**src/memPkg.sv**
```systemverilog
package memPkg;

	// ------------------------------------------------------------------------
	// Memory map
	// ------------------------------------------------------------------------

	localparam int PAGE_BITS      = 8;   // Page number is the top of a CPU address
	localparam int CPU_ADDR_BITS  = 22;
	localparam int SDR_ADDR_BITS  = 24;
	localparam int BOOT_ADDR_BITS = 17;  // Default boot image, 128 KB
	localparam int RAM_SIZE_BITS  = 3;

	localparam logic [PAGE_BITS-1:0] VMM_FIRST_PAGE    = 8'hFC;
	localparam logic [PAGE_BITS-1:0] ROM_WRITABLE_PAGE = 8'h07; // Upper half only

	// ------------------------------------------------------------------------
	// Control registers
	// ------------------------------------------------------------------------

	localparam int AXI_ADDR_BITS = 4;
	localparam int AXI_DATA_BITS = 32;

	localparam logic [AXI_ADDR_BITS-1:0] REG_CTRL   = 4'h0;
	localparam logic [AXI_ADDR_BITS-1:0] REG_STATUS = 4'h4; // Read only

	localparam int CTRL_SPEED_BIT    = 4;
	localparam int CTRL_SOFT_RST_BIT = 8;

	localparam logic [1:0] RESP_OKAY   = 2'b00;
	localparam logic [1:0] RESP_SLVERR = 2'b10;

	// ------------------------------------------------------------------------
	// Bundles
	// ------------------------------------------------------------------------

	typedef struct packed {
		logic [RAM_SIZE_BITS-1:0] ramSize;
		logic                     speed;     // 0 is 4 MHz, 1 is 8 MHz
		logic                     softReset;
	} memConfig_t;

	typedef struct packed {
		logic                     rd;
		logic                     wr;
		logic [CPU_ADDR_BITS-1:0] addr;
		logic [7:0]               data;
	} cpuBus_t;

	typedef struct packed {
		logic                     rfsh;
		logic                     rd;
		logic                     wr;
		logic [SDR_ADDR_BITS-1:0] addr;
		logic [7:0]               data;
	} sdrReq_t;

	typedef struct packed {
		logic                     active;
		logic                     wr;
		logic [CPU_ADDR_BITS-1:0] addr;
		logic [7:0]               data;
	} download_t;

	typedef struct packed {
		logic vmm;
		logic ram;
		logic rom;
		logic readable;
		logic writable;
	} pageClass_t;

	// First RAM page for each size code, RAM runs from there up to FF
	function automatic logic [PAGE_BITS-1:0] firstRamPage(input logic [RAM_SIZE_BITS-1:0] code);
		case (code)
			3'd1:    return 8'h80; // 2 MB
			3'd2:    return 8'h40; // 3 MB
			3'd3:    return 8'hFC; // 64 KB
			3'd4:    return 8'hF8; // 128 KB
			3'd5:    return 8'hF0; // 256 KB
			3'd6:    return 8'hE0; // 512 KB
			default: return 8'hC0; // 1 MB, codes 0 and 7
		endcase
	endfunction

endpackage

```
**src/memConfigRegs.sv**
```systemverilog
module memConfigRegs import memPkg::*; (
	input  logic                     clock32,
	input  logic                     power,

	input  logic                     awValid_i,
	output logic                     awReady_o,
	input  logic [AXI_ADDR_BITS-1:0] awAddr_i,
	input  logic                     wValid_i,
	output logic                     wReady_o,
	input  logic [AXI_DATA_BITS-1:0] wData_i,
	input  logic [AXI_DATA_BITS/8-1:0] wStrb_i,
	output logic                     bValid_o,
	input  logic                     bReady_i,
	output logic [1:0]               bResp_o,
	input  logic                     arValid_i,
	output logic                     arReady_o,
	input  logic [AXI_ADDR_BITS-1:0] arAddr_i,
	output logic                     rValid_o,
	input  logic                     rReady_i,
	output logic [AXI_DATA_BITS-1:0] rData_o,
	output logic [1:0]               rResp_o,

	output memConfig_t               config_o,
	input  logic                     sdrReady_i,
	input  logic                     initDone_i,
	input  logic                     downloadActive_i,
	input  logic [PAGE_BITS-1:0]     romTopPage_i,
	output logic                     cpuReset_o
);

	logic awHeld, wHeld;
	logic awFire, wFire, arFire, writeGo;
	logic [AXI_ADDR_BITS-1:0] awAddrQ;
	logic [AXI_DATA_BITS-1:0] wDataQ;
	logic [AXI_DATA_BITS/8-1:0] wStrbQ;
	logic [AXI_DATA_BITS-1:0] ctrlWord, statusWord;

	// One write in flight, so both channels stall until B is taken
	assign awReady_o = !awHeld && !bValid_o;
	assign wReady_o  = !wHeld && !bValid_o;
	assign arReady_o = !rValid_o;

	assign awFire  = awValid_i && awReady_o;
	assign wFire   = wValid_i && wReady_o;
	assign arFire  = arValid_i && arReady_o;
	assign writeGo = awHeld && wHeld;

	assign ctrlWord = {{(AXI_DATA_BITS-9){1'b0}}, config_o.softReset, 3'd0,
		config_o.speed, 1'b0, config_o.ramSize};
	assign statusWord = {{(AXI_DATA_BITS-16){1'b0}}, romTopPage_i, 5'd0,
		downloadActive_i, initDone_i, sdrReady_i};

	// ------------------------------------------------------------------------
	// Write channel
	// ------------------------------------------------------------------------

	always_ff @(posedge clock32) begin
		if (awFire) awAddrQ <= awAddr_i;
		if (wFire) begin
			wDataQ <= wData_i;
			wStrbQ <= wStrb_i;
		end
	end

	always_ff @(posedge clock32, negedge power) begin
		if (!power) begin
			awHeld   <= 1'b0;
			wHeld    <= 1'b0;
			bValid_o <= 1'b0;
			bResp_o  <= RESP_OKAY;
			config_o <= '0; // 1 MB, 4 MHz
		end else begin
			if (awFire) awHeld <= 1'b1;
			if (wFire) wHeld <= 1'b1;

			if (writeGo) begin
				awHeld   <= 1'b0;
				wHeld    <= 1'b0;
				bValid_o <= 1'b1;
				if (awAddrQ == REG_CTRL) begin
					if (wStrbQ[0]) begin
						config_o.ramSize <= wDataQ[RAM_SIZE_BITS-1:0];
						config_o.speed   <= wDataQ[CTRL_SPEED_BIT];
					end
					if (wStrbQ[1]) config_o.softReset <= wDataQ[CTRL_SOFT_RST_BIT];
					bResp_o <= RESP_OKAY;
				end else begin
					bResp_o <= RESP_SLVERR; // STATUS is read only, rest unmapped
				end
			end else if (bValid_o && bReady_i) begin
				bValid_o <= 1'b0;
			end
		end
	end

	// ------------------------------------------------------------------------
	// Read channel
	// ------------------------------------------------------------------------

	always_ff @(posedge clock32) begin
		if (arFire) begin
			case (arAddr_i)
				REG_CTRL:   rData_o <= ctrlWord;
				REG_STATUS: rData_o <= statusWord;
				default:    rData_o <= '0;
			endcase
		end
	end

	always_ff @(posedge clock32, negedge power) begin
		if (!power) begin
			rValid_o <= 1'b0;
			rResp_o  <= RESP_OKAY;
		end else if (arFire) begin
			rValid_o <= 1'b1;
			rResp_o  <= (arAddr_i == REG_CTRL || arAddr_i == REG_STATUS) ? RESP_OKAY : RESP_SLVERR;
		end else if (rValid_o && rReady_i) begin
			rValid_o <= 1'b0;
		end
	end

	// CPU held in reset until memory is settled
	always_ff @(posedge clock32, negedge power) begin
		if (!power) cpuReset_o <= 1'b1;
		else cpuReset_o <= !(sdrReady_i && initDone_i && !downloadActive_i && !config_o.softReset);
	end

	bRiseAfterWrite: assert property (@(posedge clock32) disable iff (!power)
		$rose(bValid_o) |-> $past(awHeld && wHeld))
		else $error("BVALID rose without a completed AW and W handshake");

	rHoldUntilReady: assert property (@(posedge clock32) disable iff (!power)
		rValid_o && !rReady_i |=> rValid_o)
		else $error("RVALID dropped before RREADY");

endmodule

```
**src/pageDecoder.sv**
```systemverilog
module pageDecoder import memPkg::*; (
	input  logic                 clock32,
	input  logic                 power,
	input  cpuBus_t              cpuBus_i,
	input  download_t            download_i,
	input  memConfig_t           config_i,
	output pageClass_t           class_o,
	output logic [PAGE_BITS-1:0] romTopPage_o,
	input  logic [7:0]           sdrQ_i,
	output logic [7:0]           cpuRdData_o
);

	logic [PAGE_BITS-1:0] page;
	logic lastReadable; // Class of the last CPU read, held while data returns

	assign page = cpuBus_i.addr[CPU_ADDR_BITS-1 -: PAGE_BITS];

	// Highest ROM page seen in the download, 16 KB per page
	always_ff @(posedge clock32, negedge power) begin
		if (!power) romTopPage_o <= 8'd7;
		else if (download_i.active && download_i.wr)
			romTopPage_o <= {{(PAGE_BITS-3){1'b0}}, download_i.addr[16:14]};
	end

	always_comb begin
		class_o.vmm      = page >= VMM_FIRST_PAGE;
		class_o.ram      = page >= firstRamPage(config_i.ramSize);
		class_o.rom      = page <= romTopPage_o;
		class_o.readable = class_o.ram || class_o.rom;
		class_o.writable = class_o.ram
			|| (page == ROM_WRITABLE_PAGE && cpuBus_i.addr[13]); // Upper 8 KB of page 07
	end

	always_ff @(posedge clock32, negedge power) begin
		if (!power) lastReadable <= 1'b0;
		else if (cpuBus_i.rd) lastReadable <= class_o.readable;
	end

	// Unpopulated pages float high
	assign cpuRdData_o = lastReadable ? sdrQ_i : 8'hFF;

	// Video sits inside every RAM size and above any ROM page
	vmmIsRam: assert property (@(posedge clock32) disable iff (!power)
		class_o.vmm |-> class_o.ram && class_o.readable && !class_o.rom)
		else $error("Video page not classified as readable RAM");

endmodule

```
**src/initLoader.sv**
```systemverilog
module initLoader import memPkg::*; #(
	parameter int BootAddrBits = BOOT_ADDR_BITS
) (
	input  logic                    clock32,
	input  logic                    power,
	input  logic                    sdrReady_i,
	output logic [BootAddrBits-1:0] bootAddr_o,
	input  logic [7:0]              bootData_i,
	output sdrReq_t                 loadReq_o,
	output logic                    initDone_o
);

	// Top bit is the done flag, bit 0 the phase, the rest the address
	logic [BootAddrBits+1:0] count;
	logic phase;

	assign initDone_o = count[BootAddrBits+1];
	assign bootAddr_o = count[BootAddrBits:1];
	assign phase      = count[0];

	always_ff @(posedge clock32, negedge power) begin
		if (!power) count <= '0;
		else if (sdrReady_i && !initDone_o) count <= count + 1'b1;
	end

	// Odd phase, boot data for this address has arrived
	always_comb begin
		loadReq_o.rfsh = 1'b1;
		loadReq_o.rd   = 1'b0;
		loadReq_o.wr   = phase && !initDone_o;
		loadReq_o.addr = {{(SDR_ADDR_BITS-BootAddrBits){1'b0}}, bootAddr_o};
		loadReq_o.data = bootData_i;
	end

endmodule

```
**src/memArbiter.sv**
```systemverilog
module memArbiter import memPkg::*; (
	input  logic       clock32,
	input  logic       power,
	input  sdrReq_t    loadReq_i,
	input  logic       initDone_i,
	input  download_t  download_i,
	input  cpuBus_t    cpuBus_i,
	input  logic       cpuRfsh_i,
	input  pageClass_t class_i,
	output sdrReq_t    sdrReq_o,
	output logic       vmmWr_o
);

	sdrReq_t nextReq;
	logic nextVmmWr;
	logic cpuOwns;

	assign cpuOwns = initDone_i && !download_i.active;

	// ------------------------------------------------------------------------
	// Priority: loader, then download, then CPU
	// ------------------------------------------------------------------------

	always_comb begin
		nextReq.rfsh = cpuRfsh_i;
		nextReq.rd   = 1'b0;
		nextReq.wr   = 1'b0;
		nextReq.addr = {{(SDR_ADDR_BITS-CPU_ADDR_BITS){1'b0}}, cpuBus_i.addr};
		nextReq.data = cpuBus_i.data;

		if (!initDone_i) begin
			nextReq = loadReq_i; // Refresh forced by the loader
		end else if (download_i.active) begin
			nextReq.wr   = download_i.wr;
			nextReq.addr = {{(SDR_ADDR_BITS-CPU_ADDR_BITS){1'b0}}, download_i.addr};
			nextReq.data = download_i.data;
		end else begin
			nextReq.rd = cpuBus_i.rd && class_i.readable;
			nextReq.wr = cpuBus_i.wr && class_i.writable;
		end
	end

	// Video RAM is written alongside SDRAM
	assign nextVmmWr = cpuOwns && cpuBus_i.wr && class_i.vmm;

	always_ff @(posedge clock32, negedge power) begin
		if (!power) begin
			sdrReq_o      <= '0;
			sdrReq_o.rfsh <= 1'b1;
			vmmWr_o       <= 1'b0;
		end else begin
			sdrReq_o <= nextReq;
			vmmWr_o  <= nextVmmWr;
		end
	end

	oneStrobe: assert property (@(posedge clock32) disable iff (!power)
		!(sdrReq_o.rd && sdrReq_o.wr))
		else $error("SDRAM request carries rd and wr together");

endmodule

```
**src/memSubsystem.sv**
```systemverilog
module memSubsystem import memPkg::*; #(
	parameter int BootAddrBits = BOOT_ADDR_BITS
) (
	input  logic                       clock32,
	input  logic                       power,

	input  logic                       awValid_i,
	output logic                       awReady_o,
	input  logic [AXI_ADDR_BITS-1:0]   awAddr_i,
	input  logic                       wValid_i,
	output logic                       wReady_o,
	input  logic [AXI_DATA_BITS-1:0]   wData_i,
	input  logic [AXI_DATA_BITS/8-1:0] wStrb_i,
	output logic                       bValid_o,
	input  logic                       bReady_i,
	output logic [1:0]                 bResp_o,
	input  logic                       arValid_i,
	output logic                       arReady_o,
	input  logic [AXI_ADDR_BITS-1:0]   arAddr_i,
	output logic                       rValid_o,
	input  logic                       rReady_i,
	output logic [AXI_DATA_BITS-1:0]   rData_o,
	output logic [1:0]                 rResp_o,

	input  cpuBus_t                    cpuBus_i,
	input  logic                       cpuRfsh_i,
	output logic [7:0]                 cpuRdData_o,
	output logic                       cpuReset_o,
	output logic                       cpuSpeed_o,

	input  download_t                  download_i,

	output logic [BootAddrBits-1:0]    bootAddr_o,
	input  logic [7:0]                 bootData_i,

	input  logic                       sdrReady_i,
	output sdrReq_t                    sdrReq_o,
	input  logic [7:0]                 sdrQ_i,

	output logic                       vmmWr_o
);

	memConfig_t           memConfig;
	pageClass_t           pageClass;
	sdrReq_t              loadReq;
	logic [PAGE_BITS-1:0] romTopPage;
	logic                 initDone;

	assign cpuSpeed_o = memConfig.speed;

	memConfigRegs uRegs (
		.clock32(clock32), .power(power),
		.awValid_i(awValid_i), .awReady_o(awReady_o), .awAddr_i(awAddr_i),
		.wValid_i(wValid_i), .wReady_o(wReady_o), .wData_i(wData_i), .wStrb_i(wStrb_i),
		.bValid_o(bValid_o), .bReady_i(bReady_i), .bResp_o(bResp_o),
		.arValid_i(arValid_i), .arReady_o(arReady_o), .arAddr_i(arAddr_i),
		.rValid_o(rValid_o), .rReady_i(rReady_i), .rData_o(rData_o), .rResp_o(rResp_o),
		.config_o(memConfig), .sdrReady_i(sdrReady_i), .initDone_i(initDone),
		.downloadActive_i(download_i.active), .romTopPage_i(romTopPage),
		.cpuReset_o(cpuReset_o)
	);

	pageDecoder uDecoder (
		.clock32(clock32), .power(power), .cpuBus_i(cpuBus_i), .download_i(download_i),
		.config_i(memConfig), .class_o(pageClass), .romTopPage_o(romTopPage),
		.sdrQ_i(sdrQ_i), .cpuRdData_o(cpuRdData_o)
	);

	initLoader #(.BootAddrBits(BootAddrBits)) uLoader (
		.clock32(clock32), .power(power), .sdrReady_i(sdrReady_i),
		.bootAddr_o(bootAddr_o), .bootData_i(bootData_i),
		.loadReq_o(loadReq), .initDone_o(initDone)
	);

	memArbiter uArbiter (
		.clock32(clock32), .power(power), .loadReq_i(loadReq), .initDone_i(initDone),
		.download_i(download_i), .cpuBus_i(cpuBus_i), .cpuRfsh_i(cpuRfsh_i),
		.class_i(pageClass), .sdrReq_o(sdrReq_o), .vmmWr_o(vmmWr_o)
	);

endmodule

```
**config.mk**
```make
export PLATFORM = sky130hd
export DESIGN_NAME = memSubsystem
export DESIGN_NICKNAME = d
export VERILOG_FILES = /design/src/memPkg.sv /design/src/memConfigRegs.sv /design/src/pageDecoder.sv /design/src/initLoader.sv /design/src/memArbiter.sv /design/src/memSubsystem.sv
export SDC_FILE = /design/constraint.sdc
export NUM_CORES = 1
export LEC_CHECK = 0
export BUFFER_PORTS_ARGS = -buffer_cell sky130_fd_sc_hd__clkbuf_2
export CAP_MARGIN = 20
export CORE_MARGIN = 3
export CORE_UTILIZATION = 39
export DETAILED_ROUTE_END_ITERATION = 8
export PLACE_DENSITY = 0.71
export SYNTH_ARGS = -nofsm -noshare
export SYNTH_HDL_FRONTEND = slang
export SYNTH_SLANG_ARGS = --single-unit
```
**constraint.sdc**
```tcl
create_clock -name clock32 -period 2.5 [get_ports clock32]
set_clock_uncertainty 0.15 [all_clocks]
set_input_delay 0 -clock clock32 [delete_from_list [all_inputs] [get_ports clock32]]
set_output_delay 0 -clock clock32 [all_outputs]
set_load 0.01 [all_outputs]
```
==> summary.txt, run 1 <==
Outcome
  • Status: finished, final reports clean

STA
  • Slew HR: 41.30%
  • Unrepaired setup endpoints after global routing: no
  • Fmax: ~450 MHz
  • Max Slew Vio Count: 0
  • Fin Setup TNS: 0 ns
  • Worst Tran Pin Value: 0.8806 ns
  • Final worst-path cycle share: a little under 90%
  • Min cycle time layout: 2.212 ns
  • Hold Fails Final Rpt: 0
  • Min Hold Slack: 0.02688 ns
  • # setup viols final: 0

Global routing
  • GR peak layer: met2
  • Initial antenna violation count: 0
  • Via count of the first global-routing pass: 3843
  • First-pass GRT wire length: roughly 19000 um
  • GRT overflow: 0
  • Met2 Usage GRT: about a third
  • Total GRT Usage: 19.09%
  • Global-route met3 utilization: under 10%
  • Largest net degree at the start of global routing: 70
  • Met1 Use GR: between 20% and 30%

Detailed routing
  • DR WL/cell: 14.96 um
  • Antenna-violating nets left: 0
  • Post-Route WL: approximately 12000 um
  • DRT Pass-1 Iters: 5
  • Drt drc: 0
  • Via count: 3665
  • DRT iter0 DRCs: between 100 and 150
  • Vias/cell: roughly 4.7

CTS
  • Clk slew on worst S/H paths: 0.09 ns
  • Post-CTS resize count: 0
  • CTS tree: built
  • Clk Latency, worst-skew pair: between 0.3 and 0.4 ns
  • Deepest clock path buffer count: 2
  • Htree depth: 3
  • Clk root buf: clkbuf_8
  • CTS sink cnt: 87
  • Total clock buffers created by CTS: 9

Placed design
  • Post-DP Area: just over 5000 um2
  • GPL Wtd Cong: between 0.8 and 0.9
  • HPWL Detailed: around 8000 um
  • Port bufs: around 180
  • DP Cell Count: ~670

Worst setup path
  • Worst Setup End Kind: flip-flop
  • Crit path kind: primary input to flip-flop
  • CP max FO: 5
  • Critical Path AT: between 2 and 2.5 ns
  • WP data required: roughly 2.6 ns
  • Critical Path Start Type: primary input

Synthesis
  • Synthesized area: 4332 um2
  • Main synth FF type: dfrtp_1
  • Yosys warns: 0
  • Unique masters post-synth: 48
  • Synth Instances: about 390
  • Asr flop ratio synth: 79.31%
  • Number of enable flip-flop cells after synthesis: 18
  • Syn Area/Cell: about 11 um2
  • Sequential-to-total area share from yosys stat: 52.48%
  • Seq cells post-synth: 87

Power and ir drop
  • Pwr dens: 675.1 nW/um2
  • VDD IR-drop max: 442.5 uV
  • Static Leak: 3.209 nW

Floorplanning
  • Initial Util: roughly two fifths
  • Die width: between 100 and 150 um
  • Die ar.: between 10000 and 15000 um2
  • Ports: between 200 and 250
  • Core area: about 11000 um2
  • Row count: 37
  • Die height: around 110 um

Final layout
  • Nets: roughly 780
  • Non-Filler Instances: 780
  • Synth-to-Final Area Change: 45.00%
  • Post-route cell area: roughly 6300 um2
  • Layout cells sized above 1: around 33%
  • Number of diodes: 0

Min path
  • Class of the worst hold path: primary input to flip-flop

Flow run
  • Max_cap viols: 0
==> worst paths after layout <==
| path | start | endpoint | slack [ns] | cells after the start |
|---|---|---|---|---|
| worst max-delay path | arAddr_i[0] | uRegs.rData_o[0] | 0.29 | 6 |
| worst max register to register | uRegs.config_o[2] | uArbiter.sdrReq_o[32] | 0.37 | 8 |
| min in group asynchronous | power | uArbiter.sdrReq_o[7] | 0.16 | 2 |
| worst min-delay path | wValid_i | uRegs.wStrbQ[0] | 0.03 | 2 |
| max in group asynchronous | power | uLoader.count[18] | 1.42 | 2 |
| worst min register to register | uRegs.wDataQ[8] | uRegs.config_o[0] | 0.32 | 1 |
==> worst max-delay path, stage by stage <==
cell           delay, ns
dlygate4sd3_1       0.54
clkbuf_2            0.11
or3_1               0.34
dlygate4sd3_1       0.63
nor2_1              0.12
dlygate4sd3_1       0.54
==> report_power, final <==
| group | switching (mW) | leakage [nW] | internal, mW |
|---|---|---|---|
| registers | 0.230 | 1.05 | 1.71 |
| logic | 0.577 | 2.04 | 0.598 |
| clock network | 0.483 | 0.118 | 0.645 |
==> layout make-up <==
class	instances	area, um2
Fill cell	851	4274
Sequential cell	87	2275
Timing Repair Buffer	273	1839
Multi-Input combinational cell	259	1728
Tap cell	136	170.2
Clock buffer	12	166.4
Clock inverter	3	65.06
Inverter	10	37.54
==> cells by family (layout without fill, tap and decap cells) <==
group / count (synthesis) / in the layout / synth area share [%]
xor+xnor: 18 / 18 / 3.639
simple gates: 116 / 116 / 14.62
mux: 43 / 43 / 10.63
buf+inv: 69 / 298 / 10.05
compound gates: 43 / 43 / 5.604
fa+ha+maj: 10 / 10 / 2.889
other cells: 1 / 29 / 0.08657
flops: 87 / 87 / 52.48
==> cells in the final DEF (no fill, tap or decap), types with 5 or more instances in the layout <==
cell,instances
edfxtp_1,18
clkbuf_8,10
xor2_1,7
nor2_1,39
xnor2_1,11
a21oi_1,30
dlygate4sd3_1,93
ha_1,10
dfrtp_1,63
and4_1,5
nand2_1,14
and3_1,6
conb_1,29
nor2b_1,9
mux2i_1,34
nand2b_1,10
clkbuf_2,177
inv_1,9
dfstp_2,5
nand3_1,8
mux2_4,5
==> cell usage after synthesis (2+ instances only) <==
| cell type | count | area, um2 |
|---|---|---|
| mux2_2 | 4 | 45.04 |
| a21o_1 | 3 | 22.52 |
| mux2_4 | 5 | 75.07 |
| xnor2_1 | 11 | 96.34 |
| ha_1 | 10 | 125.1 |
| nand2b_1 | 10 | 62.56 |
| and2_1 | 4 | 25.02 |
| nand3_1 | 8 | 40.04 |
| nor3_1 | 3 | 15.01 |
| mux2i_1 | 34 | 340.3 |
| inv_1 | 9 | 33.78 |
| nor2_1 | 39 | 146.4 |
| and4_1 | 5 | 43.79 |
| o21ai_0 | 2 | 10.01 |
| nand4_1 | 4 | 25.02 |
| xor2_1 | 7 | 61.31 |
| clkbuf_1 | 10 | 37.54 |
| buf_4 | 46 | 345.3 |
| dfrtp_1 | 64 | 1602 |
| and3_1 | 6 | 37.54 |
| edfxtp_1 | 18 | 540.5 |
| dfstp_2 | 5 | 131.4 |
| nand2_1 | 14 | 52.55 |
| nor3b_1 | 3 | 22.52 |
| buf_2 | 3 | 15.01 |
| nor2b_1 | 9 | 56.30 |
| a21oi_1 | 30 | 150.1 |
==> state kept, by name (all words and copies together) (netlist names), 2 cells and up <==
name                   count
uArbiter.sdrReq_o         33
uDecoder.romTopPage_o      3
uLoader.count             19
uRegs.awAddrQ              4
uRegs.config_o             5
uRegs.rData_o              7
uRegs.wDataQ               5
uRegs.wStrbQ               2
==> stage by stage <==
step           util (%)  worst slack, ns  power [mW]
6_report          59.51           0.2882       4.241
5_1_grt           59.51           0.1514       4.500
4_1_cts           59.51           0.3262       4.273
3_5_place_dp      48.49           0.3759       3.014
3_3_place_gp      48.49           0.4271       2.968
2_1_floorplan         -           0.4657       2.639
==> per-layer routing <==
| layer | up-vias | routed length (um) | part of all wire, % |
|---|---|---|---|
| met4 | 0 | 325 | 2.8 |
| met1 | 1714 | 4745 | 41 |
| met2 | 154 | 5903 | 51 |
| met3 | 26 | 692 | 5.9 |
| li1 | 1771 | - | - |
| met5 | - | 0 | 0 |
==> what timing repair did <==
action                                 in CTS  in global routing
endpoints found under the hold margin     131                  0
hold buffers                               93                  0
setup buffers                               0                  0
setup endpoints to repair                   0                  0
(Power assumes the default switching activity.)
==> run 2: changes to the inputs <==
- PLACE_DENSITY: 0.71 -> 0.74
- clock period: 2.5 -> 1.8 ns (I/O delays scaled with it)
==> run 2 against run 1 <==
The flow now finishes with violations (negative setup slack). Total power increased by 44%. Sequential power grew 37%. Critical path type is now flip-flop to flip-flop. Combinational power up 60%.
==> summary.txt, run 2 (same netlist as run 1, synthesis figures left out) <==
Floorplanning
  • Die height: 111.4 um (unchanged)
  • Initial Util: 41.04% (unchanged)
  • Die ar.: 12410 um2 (unchanged)
  • Row count: 37 (unchanged)
  • Die width: 111.4 um (unchanged)
  • Core area: 10560 um2 (unchanged)
  • Ports: 237 (unchanged)

Final layout
  • Max reg flops: 33 (unchanged)
  • Post-Route Utilization: 62.23% (+2.7 points)
  • Number of diodes: 0 (unchanged)
  • Layout cells sized above 1: 35.12% (+2.0 points)
  • Biggest regs: uArbiter.sdrReq_o x33, uLoader.count x19, uRegs.rData_o x7
  • Number of fill cells: 833 (-2.1%)
  • Commonest non-fill, non-tap cell in the layout: clkbuf_2
  • Top reg by flops: uArbiter.sdrReq_o
  • Non-Filler Instances: 808 (+3.6%)
  • Synth-to-Final Area Change: 51.65%
  • Commonest non-fill, non-tap cells in the layout: 177 x clkbuf_2, 106 x dlygate4sd3_1, 62 x dfrtp_1
  • Nets: 810 (+3.4%)

Detailed routing
  • DR WL/cell: 15.54 um (+3.9%)
  • Via count: 3815 (+4.1%)
  • DRT Pass-1 Iters: 5 (unchanged)
  • DRT iter0 DRCs: 235 (+60%)
  • Drt drc: 0 (unchanged)
  • Antenna-violating nets left: 0 (unchanged)
  • Post-Route WL: 12550 um (+7.6%)
  • Vias/cell: 4.722 (+0.49%)

Global routing
  • Via count of the first global-routing pass: 4046 (+5.3%)
  • First-pass GRT wire length: 20200 um (+5.8%)
  • Initial antenna violation count: 0 (unchanged)
  • GRT overflow: 0 (unchanged)
  • Largest net degree at the start of global routing: 63 (-10%)
  • Total GRT Usage: 20.23% (+1.1 points)

STA
  • Min cycle time layout: just over 2 ns
  • Slew HR: 54.54% (+13 points)
  • Min Hold Slack: 0.03208 ns (+0.005204 ns)
  • Hold Fails Final Rpt: 0 (unchanged)
  • Worst Tran Pin Value: 0.6819 ns (-0.1987 ns)
  • Max Slew Vio Count: 0 (unchanged)
  • Unrepaired setup endpoints after global routing: yes
  • Final worst-path cycle share: 112.3%
  • Fmax: ~500 MHz
  • # setup viols final: 6 (+6)
  • Setup ws final: -0.2219 ns (-0.5100 ns)

Min path
  • Class of the worst hold path: primary input to flip-flop

CTS
  • Clk Latency, worst-skew pair: 0.35 ns (about the same)
  • Total clock buffers created by CTS: 9 (unchanged)
  • CTS sink cnt: 87 (unchanged)
  • Htree depth: 3 (unchanged)
  • Clk slew on worst S/H paths: 0.09 ns (about the same)
  • Deepest clock path buffer count: 2 (unchanged)
  • CTS tree: built
  • Clk root buf: clkbuf_8

Outcome
  • Status: finished, violations left
  • Violated checks: negative setup slack

Power and ir drop
  • Total power: 6.088 mW (+44%)
  • Static Leak: 3.343 nW (+4.2%)
  • VDD IR-drop max: 558.9 uV (+26%)
  • Pwr dens: 926.8 nW/um2 (+37%)

Worst setup path
  • Critical Path Start Type: flip-flop
  • Worst Setup End Kind: flip-flop
  • Critical Path AT: 2.07 ns (-0.21 ns)
  • CP max FO: 4 (-1)
  • Crit path kind: flip-flop to flip-flop
  • WP data required: 1.85 ns (-0.72 ns)

Placed design
  • DP Cell Count: 685 (+1.9%)
  • HPWL Detailed: 8063 um (+2.8%)
  • Port bufs: 178 (unchanged)
  • GPL Wtd Cong: 0.8359 (-5.2%)

Flow run
  • Max_cap viols: 0 (unchanged)
## run 2: cell count changes in the layout (fill, tap and decap cells not counted), sizes merged
cell	before	now
inv	9	10
dlygate4sd3	93	106
clkinv	2	1
bufinv	2	1
buf	3	17
clkinvlp	0	1
clkbuf	189	190
## run 2: routing by layer
layer | global-route usage [%] | up-vias | part of all wire, % | wire [um]
met3 | 5.163 | 37 | 5.8 | 733
met2 | 34.58 | 169 | 51 | 6416
met5 | 0 | - | 0 | 0
li1 | - | 1816 | - | -
met1 | 23.84 | 1793 | 39 | 4923
met4 | 9.570 | 0 | 3.8 | 480
## run 2: worst paths after layout
kind                                   start                     to  slack (ns)  cells past startpoint
max                        uRegs.config_o[3]  uArbiter.sdrReq_o[32]       -0.22                      8
min                                 wValid_i        uRegs.wDataQ[4]        0.03                      2
max reg2reg                uRegs.config_o[3]  uArbiter.sdrReq_o[32]       -0.22                      8
min reg2reg                uLoader.count[18]  uArbiter.sdrReq_o[34]        0.30                      1
max in group asynchronous              power       uArbiter.vmmWr_o        0.80                      3
min in group asynchronous              power   uArbiter.sdrReq_o[2]        0.08                      2
## run 2: final cells by class
cell class	count	area [um2]	share of cell area, %
flip-flops and latches	87	2276	34.65
inverters	10	37.54	0.5714
well taps	136	170.2	2.590
clock buffers	13	191.4	2.914
clock inverters	3	43.79	0.6667
repair buffers	300	2087	31.77
multi-input cells	259	1763	26.84
## run 2: repair_timing
item	CTS	global route
buffers inserted	1	0
hold buffers	105	1
hold endpoints to repair	126	3
gates resized for setup	3	4
endpoints found under the setup margin	8	11
pin swaps	4	4
## run 2: per-stage QoR
step / setup WS (ns) / setup TNS, ns / area (um2)
after floorplan: -0.1150 / -0.2140 / 4454
after global placement: -0.1652 / -0.3713 / 5236
after detailed placement: -0.2518 / -0.6835 / 5236
after CTS: -0.2311 / -0.6477 / 6543
after global routing: -0.3234 / -1.277 / 6569
final: -0.2219 / -0.5207 / 6569
## run 2: power breakdown
| group | internal (mW) | total (mW) | switching, mW | leakage (nW) |
|---|---|---|---|---|
| combinational | 0.982 | 1.89 | 0.909 | 2.17 |
| sequential | 2.37 | 2.66 | 0.291 | 1.05 |
| clock | 0.850 | 1.53 | 0.684 | 0.116 |
| total | 4.20 | 6.09 | 1.88 | 3.34 |
## run 2: critical path, cell delays in order (launching register included)
cell	delay (ns)
dfrtp_1	0.43
nand2_2	0.11
nor2_4	0.11
nor2_1	0.06
ha_1	0.28
nor2b_1	0.14
o311ai_1	0.24
and3_1	0.23
a41oi_1	0.12
